==> config.mk <==
export PLATFORM = sky130hd
export DESIGN_NAME = tpu_mac_array
export DESIGN_NICKNAME = d
export VERILOG_FILES = /design/src/common/tpu_pkg.sv /design/src/systolic/tpu_mac_array.sv
export SDC_FILE = /design/constraint.sdc
export NUM_CORES = 2
export LEC_CHECK = 0
export BUFFER_PORTS_ARGS = -buffer_cell sky130_fd_sc_hd__buf_4
export CORE_UTILIZATION = 58
export CTS_CLUSTER_DIAMETER = 60
export DETAILED_ROUTE_END_ITERATION = 8
export PLACE_DENSITY_LB_ADDON = 0.25
export SYNTH_ARGS = -nofsm -noshare
export SYNTH_HDL_FRONTEND = slang
export SYNTH_SLANG_ARGS = --single-unit
==> constraint.sdc <==
create_clock -name clk -period 6 [get_ports clk]
set_input_delay 1.2 -clock clk [delete_from_list [all_inputs] [get_ports clk]]
set_output_delay 1.2 -clock clk [all_outputs]
set_load 0.1 [all_outputs]
==> src/common/tpu_pkg.sv <==
package tpu_pkg;

    // Array geometry and datapath widths
    localparam int N          = 4;
    localparam int DATA_W     = 8;
    localparam int ACC_W      = 18;  // Four full-scale products plus sign
    localparam int RUN_CYCLES = 3 * N;

    typedef logic signed [DATA_W-1:0] elem_t;
    typedef logic signed [ACC_W-1:0]  acc_t;

    typedef elem_t [N-1:0]   vec_t;         // One array edge
    typedef elem_t [N*N-1:0] matrix_t;      // Row-major, (i,j) at i*N+j
    typedef acc_t  [N*N-1:0] acc_matrix_t;

    // Step counter for one run
    typedef logic [$clog2(RUN_CYCLES)-1:0] step_t;
    localparam step_t LAST_STEP = step_t'(RUN_CYCLES - 1);

    localparam acc_t ACT_MAX = acc_t'(127);

    // ReLU, then saturate to the largest positive element
    function automatic elem_t activate(acc_t x);
        if (x < 0) begin
            return '0;
        end
        if (x > ACT_MAX) begin
            return elem_t'(127);
        end
        return x[DATA_W-1:0];
    endfunction

endpackage

==> src/systolic/tpu_mac_array.sv <==
`timescale 1ns/1ps

module tpu_mac_array
    import tpu_pkg::*;
(
    input  logic        clk,
    input  logic        rst,
    input  logic        clear,
    input  vec_t        west,
    input  vec_t        north,
    output acc_matrix_t acc
);

    matrix_t     west_in;   // Operand seen by each cell this cycle
    matrix_t     north_in;
    matrix_t     west_q;    // Forwarded east
    matrix_t     north_q;   // Forwarded south
    acc_matrix_t acc_q;

    // Cell inputs come from the array edge or the neighbour's register
    for (genvar i = 0; i < N; i++) begin : g_row
        for (genvar j = 0; j < N; j++) begin : g_col
            if (j == 0) begin : g_west_edge
                assign west_in[i*N + j] = west[i];
            end else begin : g_west_fwd
                assign west_in[i*N + j] = west_q[i*N + j - 1];
            end
            if (i == 0) begin : g_north_edge
                assign north_in[i*N + j] = north[j];
            end else begin : g_north_fwd
                assign north_in[i*N + j] = north_q[(i-1)*N + j];
            end
        end
    end

    always_ff @(posedge clk) begin
        if (rst || clear) begin
            acc_q   <= '0;
            west_q  <= '0;
            north_q <= '0;
        end else begin
            for (int e = 0; e < N*N; e++) begin
                acc_q[e] <= acc_q[e] + acc_t'(west_in[e]) * acc_t'(north_in[e]);
            end
            west_q  <= west_in;
            north_q <= north_in;
        end
    end

    assign acc = acc_q;

endmodule

==> metrics.txt <==
setup TNS 0 ns; fin nets approximately 8800; fin. max-slew vios 0; Syn. warnings 0; mapped cell area 0.0641 mm2; die footprint 0.112 mm2; routed vias/inst approximately 5.2; fill count roughly 9000; post-synth top area cell fa_1; top-count cell post-synth inv_1; Clk Latency, worst-skew pair 0.65 ns; Clock H-tree levels 3; row count 121; run status complete, no violations; Rel. slew slack 0.461; CP Class register to register; min-delay worst type register to register; Post-CTS Setup Bufs 0; drt drc 0; Sw Ratio 0.402; Peak VDD IR 0.000730 V; clock-pin transition on the worst setup and hold timing paths around 0.050 ns; crit-path cells and2_1, buf_4, inv_1, fa_1, inv_1, fa_1, fa_1, fa_1, fa_1, ha_1, o21ai_0, o211ai_1, nand4_1, o21ai_0, xnor2_1, nor2_1; MaxCap Viol Count 0; total number of vias 42960; clock power share 0.320; flops & latches, synth 480; GRT overflow 0; number of flops mapped to enable cells by yosys 0; DR WL/cell 17.5 um; final hold violation count 0; Port Buffer Count ~350; Initial Util 0.587; Worst setup EP type register; Yosys top cell area share 0.400; Seq pwr share 0.261; gpl congestion 0.898; CTS Root Cell clkbuf_16; PostCTS Resize Cnt 0; Worst EP required 6.51 ns; synth cell count leaders 1402 x inv_1, 1280 x fa_1, 822 x and2_1, 672 x ha_1, 480 x dfxtp_1; Worst Path Arrival about 5.7 ns; Buf/Inv on CP 3; Synth async-reset ratio 0; number of global-route vias before repair around 47000; # IOs 355; Max FO, Critical Path 11; Pint 0.00821 W; initial antenna violation count 5; cell family with most CP delay adder cells; Net Count, Synth 8445; crit-path max cell delay about 0.6 ns; first-pass GRT wire length roughly 240 mm; final worst-path cycle share 0.872; Slowest cell on crit path dfxtp_1; hold slack final 0.580 ns; DRT iter0 DRCs 1758; worst slew pin tran 0.807 ns; Reg area 0.00961 mm2; Num CTS Buffers 76; overall routing resource usage 0.276; Post-Route WL between 100 and 150 mm; Pre-antenna DRT Iters 5; layout cells sized above 1 0.0803; final setup violation count 0; Netlist cell types 56; chip width ~330 um; clk sinks 480; Synth Flop Type dfxtp_1; Die Height approximately 330 um; leakage power total 38.6 nW; Final min period 5.23 ns; Seq/Total Area, Yosys 0.150; Area contributors post-synth fa_1 40%, dfxtp_1 15%, ha_1 13%, inv_1 8.2%, and2_1 8.0%; Post-Syn Area per Cell 9.98 um2; Hold Buf Count CTS 0; largest net degree at the start of global routing 128; clock skew roughly 0.027 ns; crit start category register; footprint of the multi-input gates 0.0489 mm2; Psw 0.00553 W; RSZ-0062 raised after global routing no; Fmax achieved 0.191 GHz; Pwr per Cell Area 194 mW/mm2; combinational fraction of design power 0.419; Area Growth Syn to Fin 10.8%; antenna violation net count after detailed routing 0; CTS tree done; DP HPWL 123 mm; Mapped Cells 6426; Core ar. 0.109 mm2; worst-case clock buffer depth 3; most frequent CP cell fa_1
## worst register-to-register path, delay by kind of cell, from the launching register on
kind                       cells  cell delay, ns
adders and majority gates      6            2.75
AOI/OAI and AO/OA              3            0.76
DFF                            1            0.61
and+or+nand+nor                3            0.44
buffers and inverters          3            0.39
xor gates and xnor gates       1            0.17
## cell usage in the layout (no fill, tap or decap), types with 11 or more instances in the layout
cell type,n
and3_1,13
nand2_1,438
nand3_1,22
a41oi_1,16
xnor2_1,185
mux2_2,11
o21ai_1,14
a31oi_1,31
o21ai_0,84
ha_1,672
nor2b_1,66
nand2b_1,38
fa_1,1280
buf_4,379
o211ai_1,18
a21o_1,55
o21a_1,29
inv_1,1402
dfxtp_1,480
and2_1,822
a211oi_1,40
xor2_1,116
o21bai_1,17
clkbuf_16,77
a21oi_1,87
nor3_1,36
nor2_1,277
## per-layer routing
metal,vias to the layer above,global-route usage,wire [um]
met2,902,0.469,71800
li1,20089,-,-
met3,284,0.0563,8350
met4,8,0.123,6990
met5,-,0,51
met1,21677,0.340,58400
## per-stage QoR
stage	instance area [um2]	worst slack, ns	std cells	util	power (W)
4_1_cts	71000	0.781	8324	0.651	0.0139
2_1_floorplan	64100	0.139	6426	-	0.00810
6_report	71000	0.769	8325	0.651	0.0137
5_1_grt	71000	0.434	8324	0.651	0.0147
3_5_place_dp	68500	0.201	8191	0.628	0.00937
3_3_place_gp	68500	0.251	8191	0.628	0.00926
## cell type report
cell class	count	area share
diodes	1	0.0000352
clock inverters	44	0.00669
repair buffers	382	0.0409
well taps	1476	0.0260
clock buffers	89	0.0285
inverters	1405	0.0743
flip-flops and latches	480	0.135
multi-input cells	4448	0.688
## cells by family after synthesis
family / Yosys count / share of synthesized area
AND/OR/NAND/NOR: 1742 / 0.141
AO/OA/AOI/OAI: 442 / 0.0473
XOR/XNOR: 301 / 0.0411
adder cells (fa/ha/maj): 1952 / 0.531
flip-flops: 480 / 0.150
multiplexers: 11 / 0.00193
buffers and inverters: 1498 / 0.0877
## flip-flops by register name (all words and copies together) (netlist names)
| name | count |
|---|---|
| acc | 288 |
| west_in | 96 |
| north_in | 96 |
## final timing paths
kind	startpoint	endpoint	slack, ns	depth (start not counted)
max	north_in[88]	acc[215]	0.77	16
max reg2reg	north_in[88]	acc[215]	0.77	16
min	acc[234]	acc[234]	0.58	2
min reg2reg	acc[234]	acc[234]	0.58	2
## power groups by stage
stage | Clock [W] | Sequential (W) | Combinational (W)
2_1_floorplan | 0 | 0.00451 | 0.00358
3_3_place_gp | 0 | 0.00366 | 0.00560
3_5_place_dp | 0 | 0.00366 | 0.00571
4_1_cts | 0.00452 | 0.00360 | 0.00578
5_1_grt | 0.00464 | 0.00361 | 0.00647
6_report | 0.00440 | 0.00359 | 0.00576
Power figures use the tool's default switching activity.
