`src/common/tpu_pkg.sv`:
```
package tpu_pkg;

    // Array geometry and datapath widths
    localparam int N          = 4;
    localparam int DATA_W     = 8;
    localparam int ACC_W      = 18;  // Four full-scale products plus sign
    localparam int RUN_CYCLES = 3 * N;

    typedef logic signed [DATA_W-1:0] elem_t;
    typedef logic signed [ACC_W-1:0]  acc_t;

    typedef elem_t [N-1:0]   vec_t;         // One array edge
    typedef elem_t [N*N-1:0] matrix_t;      // Row-major, (i,j) at i*N+j
    typedef acc_t  [N*N-1:0] acc_matrix_t;

    // Step counter for one run
    typedef logic [$clog2(RUN_CYCLES)-1:0] step_t;
    localparam step_t LAST_STEP = step_t'(RUN_CYCLES - 1);

    localparam acc_t ACT_MAX = acc_t'(127);

    // ReLU, then saturate to the largest positive element
    function automatic elem_t activate(acc_t x);
        if (x < 0) begin
            return '0;
        end
        if (x > ACT_MAX) begin
            return elem_t'(127);
        end
        return x[DATA_W-1:0];
    endfunction

endpackage

```
`src/systolic/tpu_sequencer.sv`:
```
`timescale 1ns/1ps

module tpu_sequencer
    import tpu_pkg::*;
(
    input  logic        clk,
    input  logic        rst,
    input  logic        start,
    input  matrix_t     feat,
    input  matrix_t     wgt,
    input  acc_matrix_t acc,
    output logic        clear,
    output vec_t        west,
    output vec_t        north,
    output matrix_t     result,
    output logic        done
);

    logic  running;
    step_t step;
    logic  last;

    assign last = running && (step == LAST_STEP);

    // Steps 0..RUN_CYCLES-1 follow the start cycle
    always_ff @(posedge clk) begin
        if (rst) begin
            running <= 1'b0;
            step    <= '0;
        end else if (start) begin
            running <= 1'b1;
            step    <= '0;
        end else if (last) begin
            running <= 1'b0;
        end else if (running) begin
            step <= step + step_t'(1);
        end
    end

    // Accumulators are zeroed on the edge that launches the run
    assign clear = start;

    // Skewed operand injection
    // Row i enters west lane i delayed by i steps, column j enters north lane j by j steps
    always_comb begin
        int k;
        west  = '0;
        north = '0;
        for (int i = 0; i < N; i++) begin
            k = int'(step) - i;
            if (running && k >= 0 && k < N) begin
                west[i]  = feat[i*N + k];  // A[i][t-i]
                north[i] = wgt[k*N + i];   // W[t-i][i]
            end
        end
    end

    // The last wavefront settles before the final step
    always_comb begin
        for (int e = 0; e < N*N; e++) begin
            result[e] = activate(acc[e]);
        end
    end

    assign done = last;

    a_done_latency: assert property (@(posedge clk) disable iff (rst)
        start |-> ##RUN_CYCLES done)
        else $error("done missing %0d cycles after start", RUN_CYCLES);

    a_done_cause: assert property (@(posedge clk) disable iff (rst)
        done |-> $past(start, RUN_CYCLES))
        else $error("done without a matching start");

endmodule
```
`config.mk`:
```
export PLATFORM = sky130hd
export DESIGN_NAME = tpu_sequencer
export DESIGN_NICKNAME = d
export VERILOG_FILES = /design/src/common/tpu_pkg.sv /design/src/systolic/tpu_sequencer.sv
export SDC_FILE = /design/constraint.sdc
export NUM_CORES = 1
export LEC_CHECK = 0
export ABC_AREA = 1
export BUFFER_PORTS_ARGS = -buffer_cell sky130_fd_sc_hd__buf_4
export CAP_MARGIN = 10
export CELL_PAD_IN_SITES_DETAIL_PLACEMENT = 1
export CELL_PAD_IN_SITES_GLOBAL_PLACEMENT = 2
export CORE_AREA = 2 2 291 293
export DETAILED_ROUTE_END_ITERATION = 6
export DIE_AREA = 0 0 293 295
export PLACE_DENSITY_LB_ADDON = 0.1
export REMOVE_ABC_BUFFERS = 1
export SYNTH_ARGS = -nofsm -noshare
export SYNTH_HDL_FRONTEND = slang
export SYNTH_SLANG_ARGS = --single-unit
```
`constraint.sdc`:
```
create_clock -name clk -period 2.8 [get_ports clk]
set_input_delay 0.28 -clock clk [delete_from_list [all_inputs] [get_ports clk]]
set_output_delay 0.28 -clock clk [all_outputs]
set_load 0.03 [all_outputs]
```
==> impl_metrics.csv <==
group,metric,value,unit
critical_path,required,2.52,ns
drt,antenna_left,0,
cts,post_cts_buffers,0,
critical_path,cp_max_fo,23,
global_routing,antenna_found_initial,8,
cts,htreeDepth,1,
global_routing,grt_pass1_wl,71900,um
drt,drt-total-wl,51900,um
timing,max-slew-margin-rel,57.4,%
drt,drcViolationCount,0,
cts,clockBufferDepth,2,
yosys,synth_top_area_share,26.9,%
cts,worstSkewPairLatency,0.23,ns
yosys,synth.avg_cell_area,4.31,sq um
timing,hold_violations,0,
timing,skew,0.00155,ns
finish,area_delta_synth_final,113,%
cts,cts-root-buf,"clkbuf_16",
yosys,postSynthCellCount,1352,
die,io_pins,741,
drt,drt-initial-drc-count,200,
cts,cts_buffers,3,
yosys,synth_area_leader_cell,"nand2_1",
finish,drive_gt1_share,38.0,%
timing,fin_crit_sh,84.9,%
cts,cts_tree,"yes",
drt,first_pass_iters,4,
die,die_h,295,um
hold_path,hold_class,"primary input to register",
placed_design,placed_area,0.0123,sq mm
outcome,status,"finished, final reports clean",
power,leakage,7.54,nW
timing,finalSetupViolations,0,
die,chipWidth,293,um
finish,final_area,0.0124,sq mm
timing,worst-slew-pin-transition,0.639,ns
global_routing,grt_pass1_vias,10700,
die,start_util,7.01,%
die,rows,106,
drt,wl_per_cell,16.7,um
timing,finalMaxSlewViolations,0,
yosys,ys_top_cells_by_area,"nand2_1 (27%), inv_1 (22%), nand3_1 (16%)",
yosys,synth.distinct_cells,27,
power,power_per_cell_area,155,mW/mm^2
global_routing,gr-usage-all-layers,11.2,%
timing,finalWorstSetupSlack,0.422,ns
yosys,ys_warn_count,0,
timing,rsz0062_at_grt,"false",
drt,drt-vias-per-instance,3.31,
cts,cts.hold.buffers_added,0,
drt,vias,10300,
die,core-area,0.0832,sq mm
cts,clk_pin_slew,0.03,ns
critical_path,critPathKind,"register to output pin",
placed_design,place.gp.congestion,0.737,
critical_path,crit_arrival,2.10,ns
critical_path,cp-start-kind,"register",
timing,tns,0,ns
yosys,ys_seq_elements,5,
placed_design,portBuffers,724,
finish,utilization,15.0,%
placed_design,place_ws,0.587,ns
cts,cts.sinks,5,
global_routing,gr-total-overflow,0,
timing,fmax,0.420,GHz
yosys,syn_area,0.00583,sq mm
finish,fin_nets,2581,
die,die_area,0.0864,sq mm
critical_path,end_kind,"output pin",
run,drv_cap,0,
power,ir_drop,142,uV
cts,cts-resized-gates,0,
timing,min_period,2.38,ns
global_routing,grt_max_degree,128,
yosys,synth-seq-area-share,1.72,%
placed_design,dp_hpwl,44700,um
==> stage by stage <==
stage / power [mW] / hold slack [ns] / std cells
floorplan: 0.768 / 0.352 / 1286
global placement: 1.73 / 0.461 / 3103
detailed placement: 1.74 / 0.472 / 3103
CTS: 1.98 / 0.233 / 3107
global route: 2.12 / 0.232 / 3110
finish: 1.93 / 0.227 / 3111
==> per-layer routing <==
| layer | global-route usage [%] | vias up | wire length (um) |
|---|---|---|---|
| met5 | 0 | - | 60 |
| met1 | 11.6 | 4722 | 18700 |
| met4 | 1.05 | 8 | 242 |
| met2 | 22.8 | 320 | 29200 |
| met3 | 3.08 | 14 | 3640 |
| li1 | - | 5242 | - |
==> cells in the final DEF (no fill, tap or decap) <==
cell type and instances:
nand3_1 191, or2_2 16, clkbuf_1 1, a21boi_0 1
nand4_2 2, o211ai_1 1, nand2_1 418, inv_1 336
nor2_2 2, clkbuf_16 3, inv_2 3, a31oi_1 1
nor2_1 208, a21oi_1 24, nor2_4 1, dfxtp_2 1
nand3_4 1, and2_0 16, nand4_1 1, inv_6 1
ha_1 5, buf_4 734, conb_1 16, ha_2 1
nand2_2 2, o21ai_0 34, diode_2 4, buf_12 3
dfxtp_1 3, dfxtp_4 1
==> logic make-up (layout without fill, tap and decap cells) <==
logic type,Yosys count,in the layout,synth area share [%]
AOI/OAI and AO/OA,61,61,5.35
DFF,5,5,1.72
adders and majority gates,6,6,1.29
and+or+nand+nor,858,858,61.6
other,1,20,0.0643
buffers and inverters,421,1081,30.0
==> Yosys cell counts, drive strengths merged <==
library cell and instances:
nand2 420, inv 340, nor2 211, nand3 192, buf 51, o21ai 34, clkbuf 30, a21oi 24
and2 16, or2 16, ha 6, dfxtp 5, nand4 3, a21boi 1, a31oi 1, conb 1
o211ai 1
==> power breakdown <==
group | switching, mW | internal (mW)
clock | 0.0497 | 0.189
combinational | 0.817 | 0.797
sequential | 0.00690 | 0.0737
total | 0.873 | 1.06
==> final timing paths <==
| check | from | slack, ns | end | cells after the start |
|---|---|---|---|---|
| max | step[1] | 0.42 | north[13] | 8 |
| min | rst | 0.23 | running | 2 |
| max reg2reg | step[1] | 1.05 | step[1] | 5 |
| min reg2reg | step[2] | 0.58 | step[2] | 2 |
==> flip-flops by register name (all words and copies together), names as in the netlist <==
register,cells
running,1
step,4
==> worst max-delay path: stages, from the launching register on <==
cell and delay [ns]:
dfxtp_2 0.53, inv_2 0.13, ha_2 0.37, buf_4 0.30
nand2_1 0.09, nand2_1 0.06, inv_1 0.04, nor2_1 0.14
buf_4 0.19
==> final cells by class <==
class | count | area (sq um)
fillers | 10500 | 70700
repair buffers | 737 | 5570
multi-input cells | 941 | 4040
well taps | 1080 | 1350
inverters | 340 | 1280
flip-flops and latches | 5 | 105
clock buffers | 4 | 78.8
diodes | 4 | 10.0
(Power assumes the default switching activity.)
