## src/common/apb_pkg.sv

```systemverilog
package apb_pkg;

    localparam int ADDR_W = 8;

    typedef struct packed {
        logic              psel;
        logic              penable;
        logic              pwrite;
        logic [ADDR_W-1:0] paddr;
        logic [31:0]       pwdata;
    } apb_req_t;

    typedef struct packed {
        logic [31:0] prdata;
        logic        pready;
        logic        pslverr;
    } apb_rsp_t;

    // Register map, byte addresses
    localparam logic [ADDR_W-1:0] CTRL_ADDR   = 8'h00;
    localparam logic [ADDR_W-1:0] STATUS_ADDR = 8'h04;
    localparam logic [ADDR_W-1:0] FEAT_BASE   = 8'h40;  // 16 words each
    localparam logic [ADDR_W-1:0] WGT_BASE    = 8'h80;
    localparam logic [ADDR_W-1:0] RES_BASE    = 8'hC0;

endpackage

```

## src/common/tpu_pkg.sv

```systemverilog
package tpu_pkg;

    // Array geometry and datapath widths
    localparam int N          = 4;
    localparam int DATA_W     = 8;
    localparam int ACC_W      = 18;  // Four full-scale products plus sign
    localparam int RUN_CYCLES = 3 * N;

    typedef logic signed [DATA_W-1:0] elem_t;
    typedef logic signed [ACC_W-1:0]  acc_t;

    typedef elem_t [N-1:0]   vec_t;         // One array edge
    typedef elem_t [N*N-1:0] matrix_t;      // Row-major, (i,j) at i*N+j
    typedef acc_t  [N*N-1:0] acc_matrix_t;

    // Step counter for one run
    typedef logic [$clog2(RUN_CYCLES)-1:0] step_t;
    localparam step_t LAST_STEP = step_t'(RUN_CYCLES - 1);

    localparam acc_t ACT_MAX = acc_t'(127);

    // ReLU, then saturate to the largest positive element
    function automatic elem_t activate(acc_t x);
        if (x < 0) begin
            return '0;
        end
        if (x > ACT_MAX) begin
            return elem_t'(127);
        end
        return x[DATA_W-1:0];
    endfunction

endpackage

```

## src/source/tpu_regs.sv

```systemverilog
`timescale 1ns/1ps

module tpu_regs
    import tpu_pkg::*;
    import apb_pkg::*;
(
    input  logic     clk,
    input  logic     rst,
    input  apb_req_t apb_req,
    output apb_rsp_t apb_rsp,
    output logic     start,
    output matrix_t  feat,
    output matrix_t  wgt,
    input  matrix_t  result,
    input  logic     done
);

    logic                        access;
    logic [$clog2(N*N)-1:0]      idx;
    logic [1:0]                  region;
    logic                        aligned;
    logic                        is_ctrl;
    logic                        is_status;
    logic                        is_feat;
    logic                        is_wgt;
    logic                        is_res;
    logic                        err;
    logic                        wr_ok;
    logic                        go;
    logic                        busy;
    logic                        done_flag;
    matrix_t                     res_q;
    logic [31:0]                 rdata;

    function automatic logic [31:0] sext(elem_t e);
        return {{(32 - DATA_W){e[DATA_W-1]}}, e};
    endfunction

    assign access  = apb_req.psel && apb_req.penable;
    assign idx     = apb_req.paddr[2 +: $clog2(N*N)];  // Word within a window
    assign region  = apb_req.paddr[ADDR_W-1 -: 2];
    assign aligned = (apb_req.paddr[1:0] == 2'b00);

    assign is_ctrl   = (apb_req.paddr == CTRL_ADDR);
    assign is_status = (apb_req.paddr == STATUS_ADDR);
    assign is_feat   = aligned && (region == FEAT_BASE[ADDR_W-1 -: 2]);
    assign is_wgt    = aligned && (region == WGT_BASE[ADDR_W-1 -: 2]);
    assign is_res    = aligned && (region == RES_BASE[ADDR_W-1 -: 2]);

    // Error decode for the access cycle
    always_comb begin
        err = 1'b0;
        if (access) begin
            if (!(is_ctrl || is_status || is_feat || is_wgt || is_res)) begin
                err = 1'b1;  // Unmapped
            end else if (apb_req.pwrite) begin
                if (is_status || is_res) begin
                    err = 1'b1;  // Read-only
                end else if ((is_feat || is_wgt) && busy) begin
                    err = 1'b1;  // Operands locked during a run
                end else if (is_ctrl && apb_req.pwdata[0] && busy) begin
                    err = 1'b1;
                end
            end
        end
    end

    assign wr_ok = access && apb_req.pwrite && !err;
    assign go    = wr_ok && is_ctrl && apb_req.pwdata[0];

    always_ff @(posedge clk) begin
        if (rst) begin
            start     <= 1'b0;
            busy      <= 1'b0;
            done_flag <= 1'b0;
            feat      <= '0;
            wgt       <= '0;
            res_q     <= '0;
        end else begin
            start <= go;
            if (wr_ok && is_feat) begin
                feat[idx] <= apb_req.pwdata[DATA_W-1:0];
            end
            if (wr_ok && is_wgt) begin
                wgt[idx] <= apb_req.pwdata[DATA_W-1:0];
            end
            if (go) begin
                busy      <= 1'b1;
                done_flag <= 1'b0;
            end else if (done) begin
                busy      <= 1'b0;
                done_flag <= 1'b1;
                res_q     <= result;  // Capture activated results
            end
        end
    end

    // Read mux, CTRL reads as zero
    always_comb begin
        rdata = '0;
        if (is_status) begin
            rdata = {30'd0, done_flag, busy};
        end else if (is_feat) begin
            rdata = sext(feat[idx]);
        end else if (is_wgt) begin
            rdata = sext(wgt[idx]);
        end else if (is_res) begin
            rdata = sext(res_q[idx]);
        end
    end

    always_comb begin
        apb_rsp.prdata  = err ? '0 : rdata;
        apb_rsp.pready  = 1'b1;  // Zero wait states
        apb_rsp.pslverr = err;
    end

    a_penable_psel: assert property (@(posedge clk) disable iff (rst)
        apb_req.penable |-> apb_req.psel)
        else $error("penable seen without psel");

    // A new run is launched only from idle
    a_start_idle: assert property (@(posedge clk) disable iff (rst)
        start |-> !$past(busy))
        else $error("start pulsed while busy");

endmodule

```

## config.mk

```make
export PLATFORM = sky130hd
export DESIGN_NAME = tpu_regs
export DESIGN_NICKNAME = d
export VERILOG_FILES = /design/src/common/apb_pkg.sv /design/src/common/tpu_pkg.sv /design/src/source/tpu_regs.sv
export SDC_FILE = /design/constraint.sdc
export NUM_CORES = 1
export LEC_CHECK = 0
export ABC_AREA = 1
export ABC_CLOCK_PERIOD_IN_PS = 3200
export BUFFER_PORTS_ARGS = -buffer_cell sky130_fd_sc_hd__buf_2
export CELL_PAD_IN_SITES_DETAIL_PLACEMENT = 0
export CELL_PAD_IN_SITES_GLOBAL_PLACEMENT = 1
export CORE_MARGIN = 2
export CORE_UTILIZATION = 38
export CTS_BUF_LIST = sky130_fd_sc_hd__clkbuf_8
export DETAILED_ROUTE_END_ITERATION = 8
export PLACE_DENSITY_LB_ADDON = 0.25
export SYNTH_ARGS = -nofsm -noshare
export SYNTH_HDL_FRONTEND = slang
export SYNTH_SLANG_ARGS = --single-unit
export TNS_END_PERCENT = 100
```

## constraint.sdc

```tcl
create_clock -name clk -period 3.2 [get_ports clk]
set_input_delay 0.32 -clock clk [delete_from_list [all_inputs] [get_ports clk]]
set_output_delay 0.32 -clock clk [all_outputs]
set_load 0.01 [all_outputs]
```

==> results of run 1 <==
cell usage in the layout (no fill, tap or decap), types with 2 or more instances in the layout:
| cell type | Yosys | final |
|---|---|---|
| clkinv_2 | 0 | 6 |
| dlygate4sd3_1 | 0 | 110 |
| o22ai_1 | 128 | 128 |
| o21ai_0 | 70 | 70 |
| nand4_2 | 3 | 2 |
| inv_1 | 53 | 79 |
| nor2_2 | 10 | 12 |
| a21oi_1 | 2 | 2 |
| nand2_1 | 516 | 513 |
| nand3_1 | 275 | 275 |
| nand3b_1 | 128 | 128 |
| clkinvlp_4 | 0 | 2 |
| nor2_1 | 852 | 847 |
| a22oi_1 | 60 | 60 |
| nor2_4 | 13 | 16 |
| buf_4 | 33 | 72 |
| dfxtp_1 | 387 | 387 |
| diode_2 | 0 | 4 |
| clkbuf_8 | 0 | 83 |
| nand4_1 | 3 | 3 |
| inv_2 | 4 | 3 |
| clkinv_1 | 2 | 5 |
| nand2_2 | 0 | 3 |
| buf_12 | 0 | 14 |
| buf_2 | 47 | 438 |
path summary, 6_finish.rpt:
kind,startpoint,end,depth (start not counted)
setup / recovery,apb_req[34],apb_rsp[12],13
hold / removal,result[28],res_q[28],4
setup reg to reg,busy,wgt[74],9
hold reg to reg,res_q[5],res_q[5],2
what timing repair did:
item / 4_1_cts / 5_1_grt
setup endpoints to repair: 0 / 0
hold buffers: 110 / 0
endpoints found under the hold margin: 111 / 0
registers in the layout, summed over array words and instances (netlist names):
register,flops
feat,128
wgt,128
start,1
busy,1
done_flag,1
res_q,128
routing by layer:
| metal | up-vias | routed length, um | part of all wire [%] | GRT usage [%] |
|---|---|---|---|---|
| met1 | 9447 | 32110 | 42 | 37.16 |
| met3 | 134 | 6399 | 8.3 | 7.962 |
| met4 | 4 | 2407 | 3.1 | 10.37 |
| met5 | - | 26 | 0.034 | 0 |
| li1 | 9839 | - | - | - |
| met2 | 785 | 36330 | 47 | 48.83 |
power groups by stage:
| stage | Sequential (mW) | Clock [mW] | Combinational (mW) |
|---|---|---|---|
| 2_1_floorplan | 5.08 | 0 | 0.745 |
| 3_3_place_gp | 5.09 | 0 | 1.18 |
| 3_5_place_dp | 5.10 | 0 | 1.19 |
| 4_1_cts | 4.99 | 4.54 | 1.30 |
| 5_1_grt | 5.01 | 4.77 | 1.43 |
| 6_report | 5.00 | 4.45 | 1.31 |
synth_stat cells (47+ instances only):
cell	count	area share, %
a22oi_1	60	2.4
buf_1	63	1.3
buf_2	47	1.3
clkbuf_1	87	1.8
dfxtp_1	387	42
inv_1	53	1.1
nand2_1	516	11
nand3_1	275	7.5
nand3b_1	128	5.2
nor2_1	852	17
o21ai_0	70	1.9
o22ai_1	128	4.4
critical path: cells and delay by family:
family	cells	cell delay, ps
buffers and inverters	5	1310
and+or+nand+nor	6	550
AOI/OAI and AO/OA	2	400
per-stage QoR:
stage	area [um^2]	worst slack [ps]
after detailed placement	21180	229.7
after global placement	21180	233.3
after CTS	23580	224.3
after floorplan	18400	557.4
final	23590	259.9
after global routing	23580	18.60
cells by family after synthesis:
logic type | count (synthesis) | synth area share (%)
flops | 387 | 42.11
simple gates | 1801 | 42.12
buf+inv | 290 | 6.951
other cells | 1 | 0.02038
compound gates | 261 | 8.800
layout make-up:
class | instances | area share (%)
diodes | 4 | 0.04243
clock buffers | 83 | 4.842
clock inverters | 38 | 0.6842
well taps | 615 | 3.262
repair buffers | 634 | 17.44
multi-input cells | 2063 | 39.91
inverters | 59 | 0.9759
flip-flops and latches | 387 | 32.84
==> qor.txt, run 1 <==
Routed Antenna Nets: 0
Boundary Pins: 465
final worst-path cycle share: 91.88%
Sw Ratio: 27.71%
final hold viol count: 0
post-route core utilization: 49.41%
Yosys warnings: 0
Internal Power: 7.776 mW
CTS Buf Count: 71
Syn Nets: 2,914
ys flop type: dfxtp_1
Residual DRC: 0
HPWL after detailed placement: 52.17 mm
initial antenna violation count: 5
Die X: 224.0 um
Total GRT Usage: 29.59%
Max Fclk: 0.3401 GHz
CP dominant cell by count: nand2_1
Initial Util: 38.53%
post-cts sizing count: 0
Avg Inst Size Synth: 6.714 um^2
Post-Layout Cell Count: 3,883
CTS tree: yes
clk_skew: 22.84 ps
flip-flop and latch area: 7747 um^2
number of flops mapped to enable cells by yosys: 0
DRT Wirelength: 77.28 mm
pwr/cell area: 455.9 nW/um^2
Final Max Tran Viols: 0
layout cells sized above 1: 20.07%
row count: 80
1st-pass router iterations: 5
Req. time, crit path: 2880 ps
area of the core: 47,750 um^2
Crit Path Max Fanout: 25
WHS: 30.53 ps
CP max stage cell: inv_1
Max clock buf depth: 3
status: complete, no violations
setup repair bufs after CTS: 0
Synth Register Bits: 387
Routed WL per cell: 19.90 um
Slew @ Worst Pin: 1161 ps
Sink Count: 387
H-tree depth: 3
die area: 50,190 um^2
die height: 224.0 um
Combinational Power Share: 12.2%
Final nets: 3,390
Hold Crit Class: input pin to flop
Netlist cell types: 24
Peak VDD IR: 285.3 uV
TNS Setup: 0 ps
Reg2Reg Setup Slack: 940 ps
Via-to-Cell Ratio: 5.204
placed cell count: 3,648
# Max-Cap Violations: 0
mapped cell area: 18,400 um^2
Slew headroom: 22.54%
minimum clock period: 2940 ps
Clk network pwr share: 41.3%
area of the multi-input gates: 9415 um^2
Worst Setup Start Kind: input pin
slowest stage delay, CP: 680 ps
I/O Buffers: 439
via count: 20,210
Root Driver: clkbuf_8
Clock Latency Late Sink: 650 ps
Tot Pwr: 10.76 mW
vias in the first global route: 19,000
CTS clk-pin slew, worst paths: 60 ps
RD Place Congestion: 0.8694
Psw: 2.980 mW
grt total ovfl: 0
post-synthesis sequential area ratio: 42.11%
first-pass GRT wire length: 113.8 mm
number of setup violations in the final report: 0
crit-path cells: buf_2 -> nand2_2 -> inv_1 -> a22oi_1 -> nand2_1 -> nand2_1 -> nand2_1 -> o21ai_0 -> nand3_1 -> nand2_1 -> inv_1 -> buf_4 -> buf_2
asr flop ratio synth: 0%
critical path class: input pin to output port
static leakage: 11.20 nW
sequential share of power: 46.4%
CP arrival: 2620 ps
pin count of the biggest net entering global routing: 132
# fillers: 4,900
Area growth, synth to finish: 28.22%
Post-Synthesis Cells: 2,740
drt initial violations: 1,680
RSZ-0062 raised after global routing: false
crit end category: output port
Note: power is estimated with default switching activity, not from simulation.
==> inputs of run 2 (changes only) <==
--- a/config.mk
+++ b/config.mk
@@ -11,8 +11,8 @@
 export CELL_PAD_IN_SITES_DETAIL_PLACEMENT = 0
 export CELL_PAD_IN_SITES_GLOBAL_PLACEMENT = 1
 export CORE_MARGIN = 2
-export CORE_UTILIZATION = 38
-export CTS_BUF_LIST = sky130_fd_sc_hd__clkbuf_8
+export CORE_UTILIZATION = 37
+export CTS_CLUSTER_SIZE = 12
 export DETAILED_ROUTE_END_ITERATION = 8
 export PLACE_DENSITY_LB_ADDON = 0.25
 export SYNTH_ARGS = -nofsm -noshare
==> run 2 against run 1 <==
Cell count down 2.4%. Clock skew down 7.0 ps. Clock power increased by 28%. Register-to-register slack better by 90 ps. Sequential power is essentially flat. First-iteration DRC count rose by 16%. Cell area down 2.5%. Die area rose by 2.7%. Combinational power decreased by 5%. Largest power group is now clock.
==> qor.txt, run 2 (synthesized netlist as in run 1, its figures left out) <==
Buf/Inv on CP: 5
# fillers: 5,180
minimum clock period: 2967 ps
RD Place Congestion: 0.9141
Max clock buf depth: 3
Slew headroom: 29.13%
1st-pass router iterations: 5
Boundary Pins: 465
Via-to-Cell Ratio: 5.196
CTS hold repair buffers: 0
commonest non-fill, non-tap cell in the layout: nor2_1
fin worst setup slack: 232.9 ps
Initial Util: 37.51%
Routed Antenna Nets: 0
initial antenna violation count: 3
number of setup violations in the final report: 0
metal1 wirelength: 31.82 mm
Req. time, crit path: 2880 ps
Total GRT Usage: 28.42%
via count: 19,690
highest metal used: met5
Die X: 227.0 um
TNS Setup: 0 ps
# Max-Cap Violations: 0
first-pass GRT wire length: 111.3 mm
static leakage: 10.82 nW
most frequent cells in the layout: nor2_1 (847), nand2_1 (513), buf_2 (438)
Top Registers: feat: 128 flops, res_q: 128 flops, wgt: 128 flops
layout cells sized above 1: 20.84%
Final Max Tran Viols: 0
critical path class: input pin to output port
die area: 51,520 um^2
met3 WL: 6.115 mm
worst r2r src: busy
drt initial violations: 1,954
CTS tree: yes
RSZ-0062 raised after global routing: false
Top delay family on crit path: buffers and inverters
area of the multi-input gates: 9415 um^2
slowest stage delay, CP: 400 ps
pre-CTS WS: 90.93 ps
area of the core: 49,050 um^2
Final nets: 3,261
CP max stage cell: o21ai_0
clk_skew: 15.84 ps
CP arrival: 2650 ps
final worst-path cycle share: 92.72%
CTS Buf Count: 46
Max Fclk: 0.3370 GHz
Slew @ Worst Pin: 1063 ps
die height: 227.0 um
Clock Latency Late Sink: 580 ps
pwr/cell area: 519.1 nW/um^2
Peak VDD IR: 325.7 uV
met2 wire length: 35.97 mm
final hold viol count: 0
Area growth, synth to finish: 25.02%
CTS clk-pin slew, worst paths: 60 ps
Root Driver: clkbuf_16
Residual DRC: 0
hold_sp: result[102]
crit-path cells: buf_2 -> nor2_4 -> clkinv_2 -> buf_4 -> o22ai_1 -> o21ai_0 -> buf_4 -> nand2_1 -> nor2_1 -> nor2_1 -> a21oi_1 -> buf_2
crit end category: output port
status: complete, no violations
HPWL after detailed placement: 53.07 mm
I/O Buffers: 439
DRT Wirelength: 76.21 mm
CP Launch Point: apb_req[34]
Routed WL per cell: 20.11 um
vias in the first global route: 18,360
Hold Crit Class: input pin to flop
pin count of the biggest net entering global routing: 132
flip-flop and latch area: 7747 um^2
Crit Path Max Fanout: 19
H-tree depth: 2
grt total ovfl: 0
Sink Count: 387
row count: 81
Worst Setup Start Kind: input pin
run 2: changes by cell type in the layout (fill, tap and decap cells not counted), moves of 3 or more:
cell / delta
buf_12: +4
clkbuf_8: -68
bufinv_16: +5
clkbuf_1: +5
inv_1: -32
diode_2: -3
clkbuf_16: +49
dlygate4sd3_1: -110
clkinv_2: +4
run 2: where the power goes:
part / switching, mW / internal, mW
combinational: 0.803 / 0.432
clock: 2.18 / 3.53
sequential: 0.0584 / 4.93
total: 3.04 / 8.90
run 2: stage by stage:
stage / cells / utilization, % / hold slack (ps) / cell area, um^2 / power [mW]
2_1_floorplan: 2740 / - / 389.1 / 18400 / 5.829
3_3_place_gp: 3703 / 43.49 / 464.7 / 21330 / 6.308
3_5_place_dp: 3703 / 43.49 / 472.5 / 21330 / 6.322
4_1_cts: 3788 / 46.88 / 13.73 / 23000 / 12.01
5_1_grt: 3789 / 46.89 / 43.57 / 23000 / 12.34
6_report: 3789 / 46.89 / 43.31 / 23000 / 11.94
run 2: worst reg2reg max path: cells and delay by family (launching register included):
kind,cells,cell delay (ps)
buf+inv,1,330
flops,1,340
simple gates,8,1400
run 2: path summary, 6_finish.rpt:
kind,endpoint,slack (ps),depth (start not counted)
min reg2reg,res_q[117],480,2
min,res_q[102],40,4
max reg2reg,feat[78],1030,9
max,apb_rsp[7],230,12
run 2: repair_timing:
item / in CTS / in global routing
setup buffers: 0 / 0
gates resized for setup: 0 / 1
hold endpoints to repair: 0 / 0
setup endpoints to repair: 0 / 1
run 2: area by class of cell:
cell class                 count  area share (%)
clock inverter                16          0.9302
clock buffer                  69           6.310
tap                          664           3.612
inverter                      59           1.006
antenna                        1         0.01088
sequential                   387           33.68
timing repair buffer         530           13.51
multi-input combinational   2063           40.93
run 2: routing by layer:
layer  GRT usage, %  up-vias
li1               -     9597
met1          36.36     9221
met2          47.57      755
met3          5.808      112
met4          9.973        2
met5              0        -
